==> src/usb_in_cfg_pkg.sv <==
// Device configuration for the IN path
// Sizes, timing constants and the packed structs on the top-level ports
`default_nettype none

package usb_in_cfg_pkg;

  //////////////////////////////
  // Sizes and timing
  //////////////////////////////

  localparam int unsigned NumInEps         = 4;
  localparam int unsigned InEpW            = 2;   // Endpoint index width
  localparam int unsigned MaxInPktSizeByte = 8;
  localparam int unsigned PktW             = 3;   // Byte offset width
  localparam int unsigned AckTimeoutCnt    = 73;  // Countdown start, counted down to 0
  localparam int unsigned AckTimeoutCntW   = 7;
  localparam int unsigned TxByteCycles     = 4;   // Clocks per byte on the line
  localparam int unsigned TxTailBytes      = 2;   // CRC16 plus EOP time
  localparam int unsigned TxCntW           = 3;   // Sender pacing counter width

  //////////////////////////////
  // Port structs
  //////////////////////////////

  // Token or handshake from the receiver
  typedef struct packed {
    logic       pkt_start;  // Strobe, SOP seen
    logic       pkt_end;    // Strobe, packet complete
    logic       valid;      // Qualifies pkt_end
    logic [3:0] pid;
    logic [6:0] addr;
    logic [3:0] endp;
  } usb_rx_pkt_t;

  typedef struct packed {
    logic [NumInEps-1:0] enabled;
    logic [NumInEps-1:0] stall;
    logic [NumInEps-1:0] iso;
  } usb_ep_cfg_t;

  // Software byte write into the packet buffer
  typedef struct packed {
    logic             we;
    logic [InEpW-1:0] ep;
    logic [PktW-1:0]  addr;
    logic [7:0]       data;
  } usb_fill_t;

  typedef struct packed {
    logic             valid;
    logic [InEpW-1:0] ep;
    logic [3:0]       len;  // 0 to MaxInPktSizeByte
  } usb_commit_t;

  typedef struct packed {
    logic                we;
    logic [NumInEps-1:0] status;
    logic [NumInEps-1:0] mask;
  } usb_datatog_wr_t;

  typedef struct packed {
    logic       pkt_start;
    logic [3:0] pid;
    logic       byte_valid;
    logic [7:0] byte_data;
    logic       pkt_end;
  } usb_tx_out_t;

  typedef struct packed {
    logic timeout;
    logic nak;
    logic nodata;
    logic xact_done;
  } usb_in_events_t;

endpackage

`default_nettype wire

==> src/usb_pkg.sv <==
// USB protocol constants shared by the IN transaction blocks
// PID codes and PID type decode as the wire carries them
`default_nettype none

package usb_pkg;

  //////////////////////////////
  // Packet identifiers
  //////////////////////////////

  // Low nibble of the PID byte, the check nibble is stripped by the receiver
  typedef enum logic [3:0] {
    UsbPidOut   = 4'b0001,  // Token
    UsbPidIn    = 4'b1001,  // Token
    UsbPidSof   = 4'b0101,  // Token, frame start
    UsbPidSetup = 4'b1101,  // Token
    UsbPidData0 = 4'b0011,
    UsbPidData1 = 4'b1011,
    UsbPidAck   = 4'b0010,  // Handshake
    UsbPidNak   = 4'b1010,  // Handshake
    UsbPidStall = 4'b1110   // Handshake
  } usb_pid_e;

  // PID bits [1:0] give the packet class
  typedef enum logic [1:0] {
    UsbPidTypeSpecial   = 2'b00,
    UsbPidTypeToken     = 2'b01,
    UsbPidTypeHandshake = 2'b10,
    UsbPidTypeData      = 2'b11
  } usb_pid_type_e;

endpackage

`default_nettype wire

==> src/usb_in_ep_buffer.sv <==
// One-packet store per IN endpoint, filled and committed by software
// Read by the protocol engine at its get offset, released on a good transaction end
`default_nettype none

module usb_in_ep_buffer (
  input  logic                                  clk_48mhz_i,
  input  logic                                  rst_ni,
  input  usb_in_cfg_pkg::usb_fill_t             fill_i,
  input  usb_in_cfg_pkg::usb_commit_t           commit_i,
  input  logic [usb_in_cfg_pkg::InEpW-1:0]      ep_cur_i,    // Endpoint of the transaction
  input  logic [usb_in_cfg_pkg::PktW-1:0]       get_addr_i,  // Offset to read
  input  logic                                  xact_end_i,  // Good end, free the packet
  output logic [usb_in_cfg_pkg::NumInEps-1:0]   has_data_o,
  output logic                                  data_done_o,
  output logic [7:0]                            rd_data_o
);

  import usb_in_cfg_pkg::*;

  logic [7:0]          mem_q [NumInEps][MaxInPktSizeByte];  // Payload bytes
  logic [3:0]          len_q [NumInEps];                    // Committed length
  logic [NumInEps-1:0] has_data_q;

  logic fill_ok;

  // Committed packets are locked until released, so a retry resends them intact
  assign fill_ok = fill_i.we & ~has_data_q[fill_i.ep];

  //////////////////////////////
  // Storage
  //////////////////////////////

  always_ff @(posedge clk_48mhz_i) begin
    if (fill_ok) begin
      mem_q[fill_i.ep][fill_i.addr] <= fill_i.data;
    end
  end

  // Length and ownership per endpoint
  always_ff @(posedge clk_48mhz_i or negedge rst_ni) begin
    if (!rst_ni) begin
      has_data_q <= '0;
      for (int i = 0; i < NumInEps; i++) begin
        len_q[i] <= '0;
      end
    end else begin
      if (xact_end_i) begin
        has_data_q[ep_cur_i] <= 1'b0;  // Host took the packet
      end
      // Commit after release, so a same-cycle commit wins
      if (commit_i.valid) begin
        has_data_q[commit_i.ep] <= 1'b1;
        len_q[commit_i.ep]      <= commit_i.len;
      end
    end
  end

  //////////////////////////////
  // Read side
  //////////////////////////////

  assign has_data_o  = has_data_q;
  assign data_done_o = {1'b0, get_addr_i} >= len_q[ep_cur_i];  // Offset past the payload
  assign rd_data_o   = mem_q[ep_cur_i][get_addr_i];             // Comb, engine registers it

endmodule

`default_nettype wire

==> src/usb_in_pe.sv <==
// IN transaction protocol engine
// Decodes IN and SETUP tokens, picks DATAx, NAK or STALL, waits for the ACK
// and owns the data toggles and the event strobes
`default_nettype none

module usb_in_pe (
  input  logic                                  clk_48mhz_i,
  input  logic                                  rst_ni,
  input  logic                                  link_reset_i,
  input  logic                                  link_active_i,
  input  logic [6:0]                            dev_addr_i,
  input  usb_in_cfg_pkg::usb_rx_pkt_t           rx_pkt_i,
  input  usb_in_cfg_pkg::usb_ep_cfg_t           ep_cfg_i,
  input  usb_in_cfg_pkg::usb_datatog_wr_t       datatog_wr_i,
  output logic [usb_in_cfg_pkg::InEpW-1:0]      in_ep_current_o,
  output logic [usb_in_cfg_pkg::PktW-1:0]       in_ep_get_addr_o,
  output logic                                  in_ep_xact_end_o,  // Good end
  output logic                                  in_ep_rollback_o,  // Bad end, keep packet
  input  logic [usb_in_cfg_pkg::NumInEps-1:0]   in_ep_has_data_i,
  input  logic                                  in_ep_data_done_i,
  input  logic [7:0]                            in_ep_data_i,
  output logic                                  tx_pkt_start_o,
  output logic [3:0]                            tx_pid_o,
  output logic                                  tx_data_avail_o,
  input  logic                                  tx_data_get_i,
  input  logic                                  tx_pkt_end_i,
  output logic [7:0]                            tx_data_o,
  output logic [usb_in_cfg_pkg::NumInEps-1:0]   in_data_toggle_o,
  output usb_in_cfg_pkg::usb_in_events_t        events_o
);

  import usb_pkg::*;
  import usb_in_cfg_pkg::*;

  typedef enum logic [2:0] {
    StIdle,
    StRcvdIn,
    StSendData,
    StWaitTxEnd,
    StWaitAckStart,
    StWaitAck
  } state_e;

  state_e state_q, state_d;

  logic [AckTimeoutCntW-1:0] tmo_q, tmo_d;
  logic [NumInEps-1:0]       toggle_q, toggle_d;
  logic [InEpW-1:0]          ep_idx_d;

  logic          pkt_rcvd, token_rcvd, setup_rcvd, in_rcvd, ack_rcvd, nak_rcvd;
  logic          ep_in_hw, ep_active, in_start;
  logic          has_data_q, more_data, last_get;
  logic          xact_end, rollback_d, timeout_q, nodata_q;
  usb_pid_e      rx_pid;
  usb_pid_type_e rx_pid_type;

  //////////////////////////////
  // Token decode
  //////////////////////////////

  assign rx_pid      = usb_pid_e'(rx_pkt_i.pid);
  assign rx_pid_type = usb_pid_type_e'(rx_pkt_i.pid[1:0]);

  assign pkt_rcvd   = rx_pkt_i.pkt_end & rx_pkt_i.valid;
  assign token_rcvd = pkt_rcvd && (rx_pid_type == UsbPidTypeToken) &&
                      (rx_pkt_i.addr == dev_addr_i);  // Only our address
  assign setup_rcvd = token_rcvd && (rx_pid == UsbPidSetup);
  assign in_rcvd    = token_rcvd && (rx_pid == UsbPidIn);
  assign ack_rcvd   = pkt_rcvd && (rx_pid == UsbPidAck);
  assign nak_rcvd   = pkt_rcvd && (rx_pid == UsbPidNak);

  // Endpoints above NumInEps-1 are not implemented
  assign ep_in_hw  = rx_pkt_i.endp < 4'(NumInEps);
  assign ep_idx_d  = ep_in_hw ? rx_pkt_i.endp[InEpW-1:0] : '0;
  assign ep_active = ep_in_hw & ep_cfg_i.enabled[ep_idx_d];
  assign in_start  = (state_q == StIdle) && in_rcvd;

  // Payload left to send for the captured endpoint
  assign more_data       = has_data_q & ~in_ep_data_done_i;
  assign tx_data_avail_o = (state_q == StSendData) & more_data;
  assign last_get        = (&in_ep_get_addr_o) & tx_data_get_i;  // Offset would wrap

  //////////////////////////////
  // Transaction FSM
  //////////////////////////////

  always_comb begin
    state_d        = state_q;
    tmo_d          = AckTimeoutCnt[AckTimeoutCntW-1:0];  // Rearmed outside the wait
    xact_end       = 1'b0;
    rollback_d     = 1'b0;
    tx_pkt_start_o = 1'b0;
    tx_pid_o       = 4'b0000;
    unique case (state_q)
      StIdle: begin
        if (in_start && ep_active) begin
          state_d = StRcvdIn;  // Silent for inactive endpoints
        end
      end
      StRcvdIn: begin
        tx_pkt_start_o = 1'b1;
        if (ep_cfg_i.iso[in_ep_current_o]) begin
          // ISO always answers, zero-length packet when empty
          state_d  = StSendData;
          tx_pid_o = UsbPidData0;
        end else if (ep_cfg_i.stall[in_ep_current_o]) begin
          state_d  = StIdle;
          tx_pid_o = UsbPidStall;
        end else if (has_data_q) begin
          state_d  = StSendData;
          tx_pid_o = toggle_q[in_ep_current_o] ? UsbPidData1 : UsbPidData0;
        end else begin
          state_d  = StIdle;
          tx_pid_o = UsbPidNak;
        end
      end
      StSendData: begin
        if (!more_data || last_get) begin
          if (ep_cfg_i.iso[in_ep_current_o]) begin
            state_d  = StIdle;      // No handshake phase
            xact_end = has_data_q;  // Empty ISO frames complete nothing
          end else if (tx_pkt_end_i) begin
            state_d = StWaitAckStart;
          end else begin
            state_d = StWaitTxEnd;
          end
        end
      end
      StWaitTxEnd: begin
        if (tx_pkt_end_i) begin
          state_d = StWaitAckStart;
        end
      end
      StWaitAckStart: begin
        tmo_d = tmo_q - 1'b1;  // Host reply window
        if (rx_pkt_i.pkt_start) begin
          state_d = StWaitAck;
        end else if (tmo_q == '0) begin
          state_d    = StIdle;
          rollback_d = 1'b1;
        end
      end
      StWaitAck: begin
        if (ack_rcvd) begin
          state_d  = StIdle;
          xact_end = 1'b1;
        end else if (rx_pkt_i.pkt_end) begin
          state_d    = StIdle;  // NAK or garbage, retry later
          rollback_d = 1'b1;
        end
      end
      default: state_d = StIdle;
    endcase
  end

  always_ff @(posedge clk_48mhz_i or negedge rst_ni) begin
    if (!rst_ni) begin
      state_q          <= StIdle;
      tmo_q            <= AckTimeoutCnt[AckTimeoutCntW-1:0];
      in_ep_rollback_o <= 1'b0;
      timeout_q        <= 1'b0;
    end else if (link_reset_i || !link_active_i) begin
      state_q          <= StIdle;  // Abandon silently
      tmo_q            <= AckTimeoutCnt[AckTimeoutCntW-1:0];
      in_ep_rollback_o <= 1'b0;
      timeout_q        <= 1'b0;
    end else begin
      state_q          <= state_d;
      tmo_q            <= tmo_d;
      in_ep_rollback_o <= rollback_d;
      timeout_q        <= rollback_d & (state_q == StWaitAckStart);  // Reply window ran out
    end
  end

  //////////////////////////////
  // Datapath
  //////////////////////////////

  always_ff @(posedge clk_48mhz_i or negedge rst_ni) begin
    if (!rst_ni) begin
      in_ep_get_addr_o <= '0;
      in_ep_current_o  <= '0;
      has_data_q       <= 1'b0;
      nodata_q         <= 1'b0;
    end else begin
      if (state_q == StIdle) begin
        in_ep_get_addr_o <= '0;
      end else if ((state_q == StSendData) && tx_data_get_i) begin
        in_ep_get_addr_o <= in_ep_get_addr_o + 1'b1;
      end
      if (in_start) begin
        in_ep_current_o <= ep_idx_d;                    // Latch for the whole transaction
        has_data_q      <= in_ep_has_data_i[ep_idx_d];  // Snapshot, software cannot race
      end
      // Counted for disabled endpoints too
      nodata_q <= in_start & ep_in_hw & ~in_ep_has_data_i[ep_idx_d];
    end
  end

  always_ff @(posedge clk_48mhz_i) begin
    tx_data_o <= in_ep_data_i;  // Byte lines up with the sender's byte_valid
  end

  //////////////////////////////
  // Data toggles
  //////////////////////////////

  always_comb begin
    toggle_d = toggle_q;
    if (setup_rcvd && ep_active) begin
      toggle_d[ep_idx_d] = 1'b1;  // Control data stage starts at DATA1
    end else if ((state_q == StWaitAck) && ack_rcvd) begin
      toggle_d[in_ep_current_o] = ~toggle_q[in_ep_current_o];
    end
    // Software last, selected bits only
    if (datatog_wr_i.we) begin
      toggle_d = (toggle_d & ~datatog_wr_i.mask) | (datatog_wr_i.status & datatog_wr_i.mask);
    end
  end

  always_ff @(posedge clk_48mhz_i or negedge rst_ni) begin
    if (!rst_ni) begin
      toggle_q <= '0;
    end else if (link_reset_i) begin
      toggle_q <= '0;  // Bus reset restarts every pipe at DATA0
    end else begin
      toggle_q <= toggle_d;
    end
  end

  assign in_data_toggle_o = toggle_q;

  // Events
  assign in_ep_xact_end_o   = xact_end;
  assign events_o.timeout   = timeout_q;
  assign events_o.nak       = (state_q == StWaitAck) && nak_rcvd;
  assign events_o.nodata    = nodata_q;
  assign events_o.xact_done = xact_end;

endmodule

`default_nettype wire

==> src/usb_in_top.sv <==
// IN transaction subsystem top
// Endpoint buffer feeds the protocol engine, which drives the byte sender
`default_nettype none

module usb_in_top (
  input  logic                                  clk_48mhz_i,
  input  logic                                  rst_ni,
  input  logic [6:0]                            dev_addr_i,
  input  logic                                  link_active_i,
  input  logic                                  link_reset_i,
  input  usb_in_cfg_pkg::usb_rx_pkt_t           rx_pkt_i,
  input  usb_in_cfg_pkg::usb_ep_cfg_t           ep_cfg_i,
  input  usb_in_cfg_pkg::usb_fill_t             fill_i,
  input  usb_in_cfg_pkg::usb_commit_t           commit_i,
  input  usb_in_cfg_pkg::usb_datatog_wr_t       datatog_wr_i,
  output usb_in_cfg_pkg::usb_tx_out_t           tx_o,
  output logic [usb_in_cfg_pkg::NumInEps-1:0]   data_toggle_o,
  output usb_in_cfg_pkg::usb_in_events_t        events_o
);

  import usb_in_cfg_pkg::*;

  // Buffer to engine
  logic [InEpW-1:0]    ep_current;
  logic [PktW-1:0]     get_addr;
  logic                xact_end;
  logic [NumInEps-1:0] has_data;
  logic                data_done;
  logic [7:0]          rd_data;

  // Engine to sender
  logic       tx_pkt_start, tx_data_avail, tx_data_get, tx_pkt_end;
  logic [3:0] tx_pid;
  logic [7:0] tx_data;

  usb_in_ep_buffer i_ep_buffer (
    .clk_48mhz_i (clk_48mhz_i),
    .rst_ni      (rst_ni),
    .fill_i      (fill_i),
    .commit_i    (commit_i),
    .ep_cur_i    (ep_current),
    .get_addr_i  (get_addr),
    .xact_end_i  (xact_end),
    .has_data_o  (has_data),
    .data_done_o (data_done),
    .rd_data_o   (rd_data)
  );

  usb_in_pe i_in_pe (
    .clk_48mhz_i       (clk_48mhz_i),
    .rst_ni            (rst_ni),
    .link_reset_i      (link_reset_i),
    .link_active_i     (link_active_i),
    .dev_addr_i        (dev_addr_i),
    .rx_pkt_i          (rx_pkt_i),
    .ep_cfg_i          (ep_cfg_i),
    .datatog_wr_i      (datatog_wr_i),
    .in_ep_current_o   (ep_current),
    .in_ep_get_addr_o  (get_addr),
    .in_ep_xact_end_o  (xact_end),
    .in_ep_rollback_o  (),  // Packet stays committed, nothing to undo here
    .in_ep_has_data_i  (has_data),
    .in_ep_data_done_i (data_done),
    .in_ep_data_i      (rd_data),
    .tx_pkt_start_o    (tx_pkt_start),
    .tx_pid_o          (tx_pid),
    .tx_data_avail_o   (tx_data_avail),
    .tx_data_get_i     (tx_data_get),
    .tx_pkt_end_i      (tx_pkt_end),
    .tx_data_o         (tx_data),
    .in_data_toggle_o  (data_toggle_o),
    .events_o          (events_o)
  );

  usb_tx_sender i_tx_sender (
    .clk_48mhz_i     (clk_48mhz_i),
    .rst_ni          (rst_ni),
    .tx_pkt_start_i  (tx_pkt_start),
    .tx_pid_i        (tx_pid),
    .tx_data_avail_i (tx_data_avail),
    .tx_data_i       (tx_data),
    .tx_data_get_o   (tx_data_get),
    .tx_pkt_end_o    (tx_pkt_end),
    .tx_o            (tx_o)
  );

endmodule

`default_nettype wire

==> src/usb_tx_sender.sv <==
// Transmit byte sender, models the serial line time of each packet
// Pulls payload bytes at a fixed byte rate and strobes the packet end
`default_nettype none

module usb_tx_sender (
  input  logic                          clk_48mhz_i,
  input  logic                          rst_ni,
  input  logic                          tx_pkt_start_i,
  input  logic [3:0]                    tx_pid_i,
  input  logic                          tx_data_avail_i,
  input  logic [7:0]                    tx_data_i,
  output logic                          tx_data_get_o,
  output logic                          tx_pkt_end_o,
  output usb_in_cfg_pkg::usb_tx_out_t   tx_o
);

  import usb_pkg::*;
  import usb_in_cfg_pkg::*;

  typedef enum logic [1:0] {
    StIdle,
    StPayload,  // PID byte, then one byte per pacing period
    StTail      // CRC and EOP, or the handshake PID byte
  } state_e;

  state_e            state_q, state_d;
  logic [TxCntW-1:0] cnt_q, cnt_d;
  logic              get_q;

  always_comb begin
    state_d       = state_q;
    cnt_d         = cnt_q - 1'b1;
    tx_data_get_o = 1'b0;
    tx_pkt_end_o  = 1'b0;
    unique case (state_q)
      StIdle: begin
        cnt_d = TxCntW'(TxByteCycles - 1);
        if (tx_pkt_start_i) begin
          // Handshakes carry no payload and no CRC
          state_d = (usb_pid_type_e'(tx_pid_i[1:0]) == UsbPidTypeHandshake) ? StTail : StPayload;
        end
      end
      StPayload: begin
        if (cnt_q == '0) begin
          if (tx_data_avail_i) begin
            tx_data_get_o = 1'b1;
            cnt_d         = TxCntW'(TxByteCycles - 1);
          end else begin
            state_d = StTail;
            cnt_d   = TxCntW'(TxTailBytes * TxByteCycles - 1);
          end
        end
      end
      StTail: begin
        if (cnt_q == '0) begin
          tx_pkt_end_o = 1'b1;
          state_d      = StIdle;
        end
      end
      default: state_d = StIdle;
    endcase
  end

  always_ff @(posedge clk_48mhz_i or negedge rst_ni) begin
    if (!rst_ni) begin
      state_q <= StIdle;
      cnt_q   <= '0;
      get_q   <= 1'b0;
    end else begin
      state_q <= state_d;
      cnt_q   <= cnt_d;
      get_q   <= tx_data_get_o;  // Byte arrives one cycle after its get
    end
  end

  assign tx_o.pkt_start  = tx_pkt_start_i;
  assign tx_o.pid        = tx_pid_i;  // Valid with pkt_start
  assign tx_o.byte_valid = get_q;
  assign tx_o.byte_data  = tx_data_i;
  assign tx_o.pkt_end    = tx_pkt_end_o;

endmodule

`default_nettype wire
==> config.mk <==
export PLATFORM = sky130hd
export DESIGN_NAME = usb_in_top
export DESIGN_NICKNAME = d
export VERILOG_FILES = /design/src/usb_in_cfg_pkg.sv /design/src/usb_pkg.sv /design/src/usb_in_ep_buffer.sv /design/src/usb_in_pe.sv /design/src/usb_in_top.sv /design/src/usb_tx_sender.sv
export SDC_FILE = /design/constraint.sdc
export NUM_CORES = 1
export LEC_CHECK = 0
export BUFFER_PORTS_ARGS = -buffer_cell sky130_fd_sc_hd__buf_2
export CAP_MARGIN = 20
export CORE_MARGIN = 2
export CORE_UTILIZATION = 40
export DETAILED_ROUTE_END_ITERATION = 7
export GPL_ROUTABILITY_DRIVEN = 0
export GPL_TIMING_DRIVEN = 0
export HOLD_SLACK_MARGIN = 0.08
export PLACE_DENSITY = 0.66
export RECOVER_POWER = 100
export SYNTH_ARGS = -nofsm -noshare
export SYNTH_HDL_FRONTEND = slang
export SYNTH_HIERARCHICAL = 1
export SYNTH_SLANG_ARGS = --single-unit
==> constraint.sdc <==
create_clock -name clk_48mhz_i -period 5 [get_ports clk_48mhz_i]
set_input_delay 0.5 -clock clk_48mhz_i [delete_from_list [all_inputs] [get_ports clk_48mhz_i]]
set_output_delay 0.5 -clock clk_48mhz_i [all_outputs]
set_load 0.01 [all_outputs]
# Word level (Yosys, flattened, before mapping)
# Memory sizes are Yosys's and may differ from the RTL's.
# Index checks and enable logic that the tools add are counted.
[totals] ff_bits=56 ram_bits=256 output_inout_bits=23 wordCells=200 n_memories=1
[mem_list] memory="i_ep_buffer.mem_q" words=4 width=64 read_ports=1 rd_clocked_by_memory_dff=0 wr=1 line="usb_in_ep_buffer.sv:20" source="logic [7:0] mem_q [NumInEps][MaxInPktSizeByte];"
[op_classes] add_sub_neg=3 n_lt_le_gt_ge=15 eq_ne=23 muxes=87 bitwise_logic=25 reduce_logical=29
[ops] op="$mux 64" n=1
[ops] op="$mux 4" n=14
[ops] op="$mux 3" n=16
[ops] op="$bmux 8 s3" n=1
[ops] op="$demux 8 s3" n=1
[ops] op="$mux 1" n=24
[ops] op="$mux 8" n=3
[ops] op="$pmux 3 s6" n=1
[ops] op="$logic_and 1x1->1" n=17
[ops] op="$bwmux 16" n=1
[ops] op="$mux 2" n=7
[ops] op="$mux 7" n=2
[ops] op="$and 4x4->4" n=3
[ops] op="$bmux 1 s2" n=6
[ops] op="$eq 4x4->1 const B" n=3
[ops] op="$lt 2x3->1 const B" n=4
[ops] op="$or 4x4->4" n=3
[ops] op="$and 1x1->1" n=9
[ops] op="$bmux 4 s2" n=1
[ops] op="$demux 4 s2" n=1
[ops] op="$ge 4x4->1 const B" n=2
[ops] op="$ne 4x2->1 const B" n=2
[ops] op="$not 3->4" n=2
[ops] op="$not 4->4" n=2
[ops] op="36 further kinds" n=56

# Depth between registers and ports, before layout
[depth] depth_word=18 ltp_mapped=18 ltp_nobuf=16

# Hierarchy
# Netlist, hierarchy kept.
[by_module_without_submodules] mod="usb_in_ep_buffer" n_inst=1 cells_each=485 area_each_um2=10862.9 seq_area_each_um2=8187.9
[by_module_without_submodules] mod="usb_in_pe" n_inst=1 cells_each=211 area_each_um2=1941.9 seq_area_each_um2=739.5
[by_module_without_submodules] mod="usb_tx_sender" n_inst=1 cells_each=44 area_each_um2=421.7 seq_area_each_um2=150.1

# Worst setup path after synthesis
# No wires, ideal clock.
[synth_path] kind="flip-flop to flip-flop" startpoint="register i_in_pe/in_ep_current_o[0] in the netlist's numbering" endpoint="register i_in_pe.state_q[0]" t_arrival_ns=3.943 required_ns=4.922 path_slack_ns=0.979 stages_incl_launch_ff=19 n_path_buf=2 period_less_slack_ns=4.021 cell_sequence="dfrtp_1 clkbuf_1 clkbuf_1 mux4_2 ha_1 nand2b_1 a21o_1 a21oi_1 nor2_1 nand2b_1 nor2b_1 nand3b_1 nor2_1 and2_1 o31ai_1 a211oi_1 o21ai_0 or3_1 a21oi_1"
[synth_via] elab_chain_len=15
[synth_lines] element="from (decl)" line="usb_in_pe.sv:15" source="output logic [usb_in_cfg_pkg::InEpW-1:0] in_ep_current_o,"
[synth_lines] element="from (signal assigned)" line="usb_in_pe.sv:192" source="in_ep_current_o <= ep_idx_d;"
[synth_lines] element="$not 2->3 (implied by the code)" line="usb_in_ep_buffer.sv:63" source="assign data_done_o = {1'b0, get_addr_i} >= len_q[ep_cur_i];"
[synth_lines] element="$bmux 4 s2" line="usb_in_ep_buffer.sv:63"
[synth_lines] element="$mux 4 (implied by the code) (2 in series)" line="usb_in_ep_buffer.sv:63"
[synth_lines] element="$ge 3x4->1" line="usb_in_ep_buffer.sv:63"
[synth_lines] element="via data_done" line="usb_in_top.sv:28" source="logic data_done;"
[synth_lines] element="$not 1->1" line="usb_in_pe.sv:79" source="assign more_data = has_data_q & ~in_ep_data_done_i;"
[synth_lines] element="$and 1x1->1" line="usb_in_pe.sv:79"
[synth_lines] element="$and 1x1->1" line="usb_in_pe.sv:80" source="assign tx_data_avail_o = (state_q == StSendData) & more_data;"
[synth_lines] element="via tx_data_avail" line="usb_in_top.sv:32" source="logic tx_pkt_start, tx_data_avail, tx_data_get, tx_pkt_end;"
[synth_lines] element="$mux 1" line="usb_tx_sender.sv:45" source="if (tx_data_avail_i) begin"
[synth_lines] element="$mux 1" line="usb_tx_sender.sv:44" source="if (cnt_q == '0) begin"
[synth_lines] element="$mux 1" line="usb_tx_sender.sv:35" source="unique case (state_q)"
[synth_lines] element="via tx_data_get" line="usb_in_top.sv:32"
[synth_lines] element="$and 1x1->1" line="usb_in_pe.sv:81" source="assign last_get = (&in_ep_get_addr_o) & tx_data_get_i;"
[synth_lines] element="$logic_or 1x1->1" line="usb_in_pe.sv:118" source="if (!more_data || last_get) begin"
[synth_lines] element="$ne 3x3->1 (no source line)"
[synth_lines] element="$reduce_and 5->1 (no source line)"
[synth_lines] element="to (signal assigned)" line="usb_in_pe.sv:158" source="state_q <= StIdle;"
[synth_lines] element="to (signal assigned)" line="usb_in_pe.sv:163" source="state_q <= StIdle;"
[synth_lines] element="to (signal assigned)" line="usb_in_pe.sv:168" source="state_q <= state_d;"
[synth_lines] element="to (decl)" line="usb_in_pe.sv:44" source="state_e state_q, state_d;"
# The timed path passes the listed nets, and every way through them passes these cells. The select of a mux whose other input is x is not followed.
# A chain may end at the register's enable or synchronous reset.

# Worst setup path in the final report
[layout_path] startpoint="register i_in_pe/in_ep_current_o[1] in the netlist's numbering" endpoint="output port events_o[0] in the netlist's numbering"
[layout_via] elab_chain_len=15
[layout_lines] element="$not 2->3 (implied by the code)" line="usb_in_ep_buffer.sv:63"
[layout_lines] element="$bmux 4 s2" line="usb_in_ep_buffer.sv:63"
[layout_lines] element="$mux 4 (implied by the code) (2 in series)" line="usb_in_ep_buffer.sv:63"
[layout_lines] element="$ge 3x4->1" line="usb_in_ep_buffer.sv:63"
[layout_lines] element="via data_done" line="usb_in_top.sv:28"
[layout_lines] element="$not 1->1" line="usb_in_pe.sv:79"
[layout_lines] element="$and 1x1->1" line="usb_in_pe.sv:79"
[layout_lines] element="$and 1x1->1" line="usb_in_pe.sv:80"
[layout_lines] element="via tx_data_avail" line="usb_in_top.sv:32"
[layout_lines] element="$mux 1" line="usb_tx_sender.sv:45"
[layout_lines] element="$mux 1" line="usb_tx_sender.sv:44"
[layout_lines] element="$mux 1" line="usb_tx_sender.sv:35"
[layout_lines] element="via tx_data_get" line="usb_in_top.sv:32"
[layout_lines] element="$and 1x1->1" line="usb_in_pe.sv:81"
[layout_lines] element="$logic_or 1x1->1" line="usb_in_pe.sv:118"
[layout_lines] element="$mux 1" line="usb_in_pe.sv:118"
[layout_lines] element="$pmux 1 s2" line="usb_in_pe.sv:94" source="unique case (state_q)"
[layout_lines] element="to (decl)" line="usb_in_top.sv:18" source="output usb_in_cfg_pkg::usb_in_events_t events_o"
# The timed path passes the listed nets, and every way through them passes these cells. The select of a mux whose other input is x is not followed.

==> impl_metrics.csv <==
group,metric,value,unit
status,status,"complete, but fails checks",
status,violations,"capacitance limit, slew limit",
global_routing,grtUsageTotal,16.0,%
drt,drc_errors,0,
worst_setup_path,path_buf_inv,4,
cts,clk_path_buf_depth,3,
synthesis,syn-cell-area,0.0132,mm2
drt,final_antenna_net_count,0,
global_routing,grt_pass1_wl,40600,um
sta,max_slew_margin,-6.07,%
pwr,design_power_total,5.28,mW
cts,cts_sinks,312,
floorplanning,rows,66,
placed_design,port_buffers,91,
hold_path,hp-class,"input port to flop",
worst_setup_path,arrival,4.20,ns
pwr,p_sw_share,19.8,%
pwr,p_leak,5.01,nW
sta,fin_crit_sh,94.0,%
floorplanning,initial_core_util,40.6,%
worst_setup_path,cp_top_family,"simple AND/OR/NAND/NOR gates",
sta,clock-skew-final,0.0119,ns
cts,clk_pin_slew,0.06,ns
final_layout,nNetsFinal,944,
final_layout,stdcell_area,0.0152,mm2
synthesis,syn_nets,819,
final_layout,register_area,0.00905,mm2
drt,viasPerCell,5.22,
drt,routed_wl,27400,um
cts,cts.htree.levels,1,
pwr,p_int,4.23,mW
pwr,clkPwrFrac,42.6,%
placed_design,post_dp_cell_area,0.0142,mm2
pwr,combPwrFrac,3.3,%
final_layout,final_cell_mix,"edfxtp_1, mux4_2, buf_2",
synthesis,yosys_warnings,6,
sta,holdWs,0.198,ns
worst_setup_path,cpMostUsedCell,"nand2b_1",
global_routing,gr-max-usage-layer,"met2",
worst_setup_path,endpoint_kind,"output pin",
sta,hold_viol_final,0,
run,drv_cap,2,
global_routing,antenna_found_initial,0,
cts,cts-root-buf,"clkbuf_16",
pwr,p_seq_share,54.1,%
sta,fin_ws,0.302,ns
global_routing,overflow,0,
final_layout,final_layout_size_suffix_gt1_share,29.4,%
synthesis,syn_inst,739,
floorplanning,die_area,0.0345,mm2
sta,max_freq,0.213,GHz
worst_setup_path,r2r_slack,0.92,ns
final_layout,n_antenna_cell,0,
pwr,ir_drop,286,uV
placed_design,preCtsSetupSlack,-0.0118,ns
worst_setup_path,required,4.50,ns
global_routing,use_met3,2.23,%
sta,tightest_slew,1.59,ns
global_routing,grt_max_degree,33,
drt,first_pass_iters,5,
final_layout,final_common_cell,"edfxtp_1",
sta,setup_viol,0,
floorplanning,coreArea,0.0325,mm2
cts,cts_made_buffers,31,
final_layout,multi_input_area,0.00377,mm2
worst_setup_path,cpMaxStageDelayCell,"dfrtp_1",
worst_setup_path,crit_type,"flop to output pin",
floorplanning,die_h,186,um
global_routing,met2_usage,26.2,%
worst_setup_path,max_stage_delay,0.38,ns
pwr,cellPowerDensity,348,mW/mm2
worst_setup_path,path_max_fanout,10,
placed_design,hpwl,18800,um
cts,tritoncts,"yes",
final_layout,fillers,2827,
pwr,switching_power,1.05,mW
sta,slew_violations,33,
drt,vias,6945,
final_layout,area_growth,14.9,%
floorplanning,boundaryPins,94,
sta,finalCriticalPeriod,4.70,ns
worst_setup_path,start_kind,"flop",
floorplanning,die_width,186,um
synthesis,syn_area_per_cell,17.9,um2
drt,wl_per_cell,20.6,um
global_routing,use_met1,22.8,%
worst_setup_path,crit_chain,"buf_6 -> buf_2 -> mux4_2 -> ha_1 -> nand2b_1 -> a21o_1 -> a21oi_1 -> nor2_1 -> nand2b_1 -> nor2b_1 -> nand3b_1 -> nor2_2 -> and2_1 -> o2111ai_1 -> nand2b_1 -> buf_4 -> buf_2",
drt,drt_iter0_markers,489,
global_routing,grt_pass1_vias,6768,
cts,worst_skew_pair.late_latency,0.57,ns
[layout make-up]
cell class              count  area share, %
repair buffers             94           2.90
multi-input cells         365           24.9
well taps                 442           3.65
flip-flops and latches    312           59.7
clock inverters            14           1.03
inverters                  13          0.322
plain buffers              47           2.01
clock buffers              44           5.50
[stage by stage]
step | TNS [ns] | instances | utilization [%]
final | 0 | 1331 | 46.6
after global routing | -0.000541 | 1331 | 46.6
after CTS | 0 | 1330 | 46.8
after detailed placement | -0.0118 | 1273 | 43.7
after global placement | 0 | 1272 | 43.7
after floorplan | 0 | 739 | -
[worst register-to-register path, stage by stage, from the launching register on]
cell      delay, ns
dfrtp_1        0.38
buf_6          0.20
buf_2          0.29
mux4_2         0.34
ha_1           0.27
nand2b_1       0.15
a21o_1         0.18
a21oi_1        0.14
nor2_1         0.09
nand2b_1       0.17
nor2b_1        0.23
nand3b_1       0.15
nor2_2         0.21
and2_1         0.19
o31ai_1        0.09
a211oi_1       0.24
o21ai_0        0.18
or3_1          0.38
a21oi_1        0.12
[worst paths after layout]
kind,start,to,depth (start not counted)
min in group asynchronous,rst_ni,i_tx_sender/state_q[0],2
max in group asynchronous,rst_ni,i_ep_buffer/len_q[7],3
worst max-delay path,i_in_pe/in_ep_current_o[1],events_o[0],17
worst min register to register,i_tx_sender/cnt_q[0],i_tx_sender/cnt_q[0],1
worst max register to register,i_in_pe/in_ep_current_o[1],i_in_pe/state_q[0],18
worst min-delay path,link_reset_i,i_in_pe/in_data_toggle_o[3],2
[layer usage]
| layer | part of all wire [%] | routed length [um] |
|---|---|---|
| met3 | 4.9 | 1350 |
| met1 | 44 | 12000 |
| met4 | 1.5 | 422 |
| met2 | 50 | 13600 |
| met5 | 0 | 0 |
[registers in the layout, indices dropped and copies added, names as in the netlist, 2 cells and up]
register / count
i_in_pe/tmo_q: 7
i_ep_buffer/has_data_o: 4
i_in_pe/in_ep_get_addr_o: 3
i_in_pe/tx_data_o: 8
i_ep_buffer/len_q: 16
i_in_pe/state_q: 3
i_ep_buffer/mem_q: 256
i_tx_sender/cnt_q: 3
i_in_pe/in_data_toggle_o: 4
i_tx_sender/state_q: 2
i_in_pe/in_ep_current_o: 2
[power groups by stage]
stage                     logic (mW)  registers, mW  clock network, mW
final                          0.171           2.86               2.25
after global routing           0.190           2.86               2.41
after CTS                      0.178           2.85               2.30
after detailed placement       0.177           2.91                  0
after global placement         0.170           2.91                  0
after floorplan               0.0776           2.90                  0
[what timing repair did]
action                                  in CTS  in global routing
buffers inserted                             0                  1
endpoints found under the setup margin       1                  1
hold buffers                                 1                  0
gates resized for setup                      4                  2
hold endpoints to repair                    20                  0
Power figures use the tool's default switching activity.
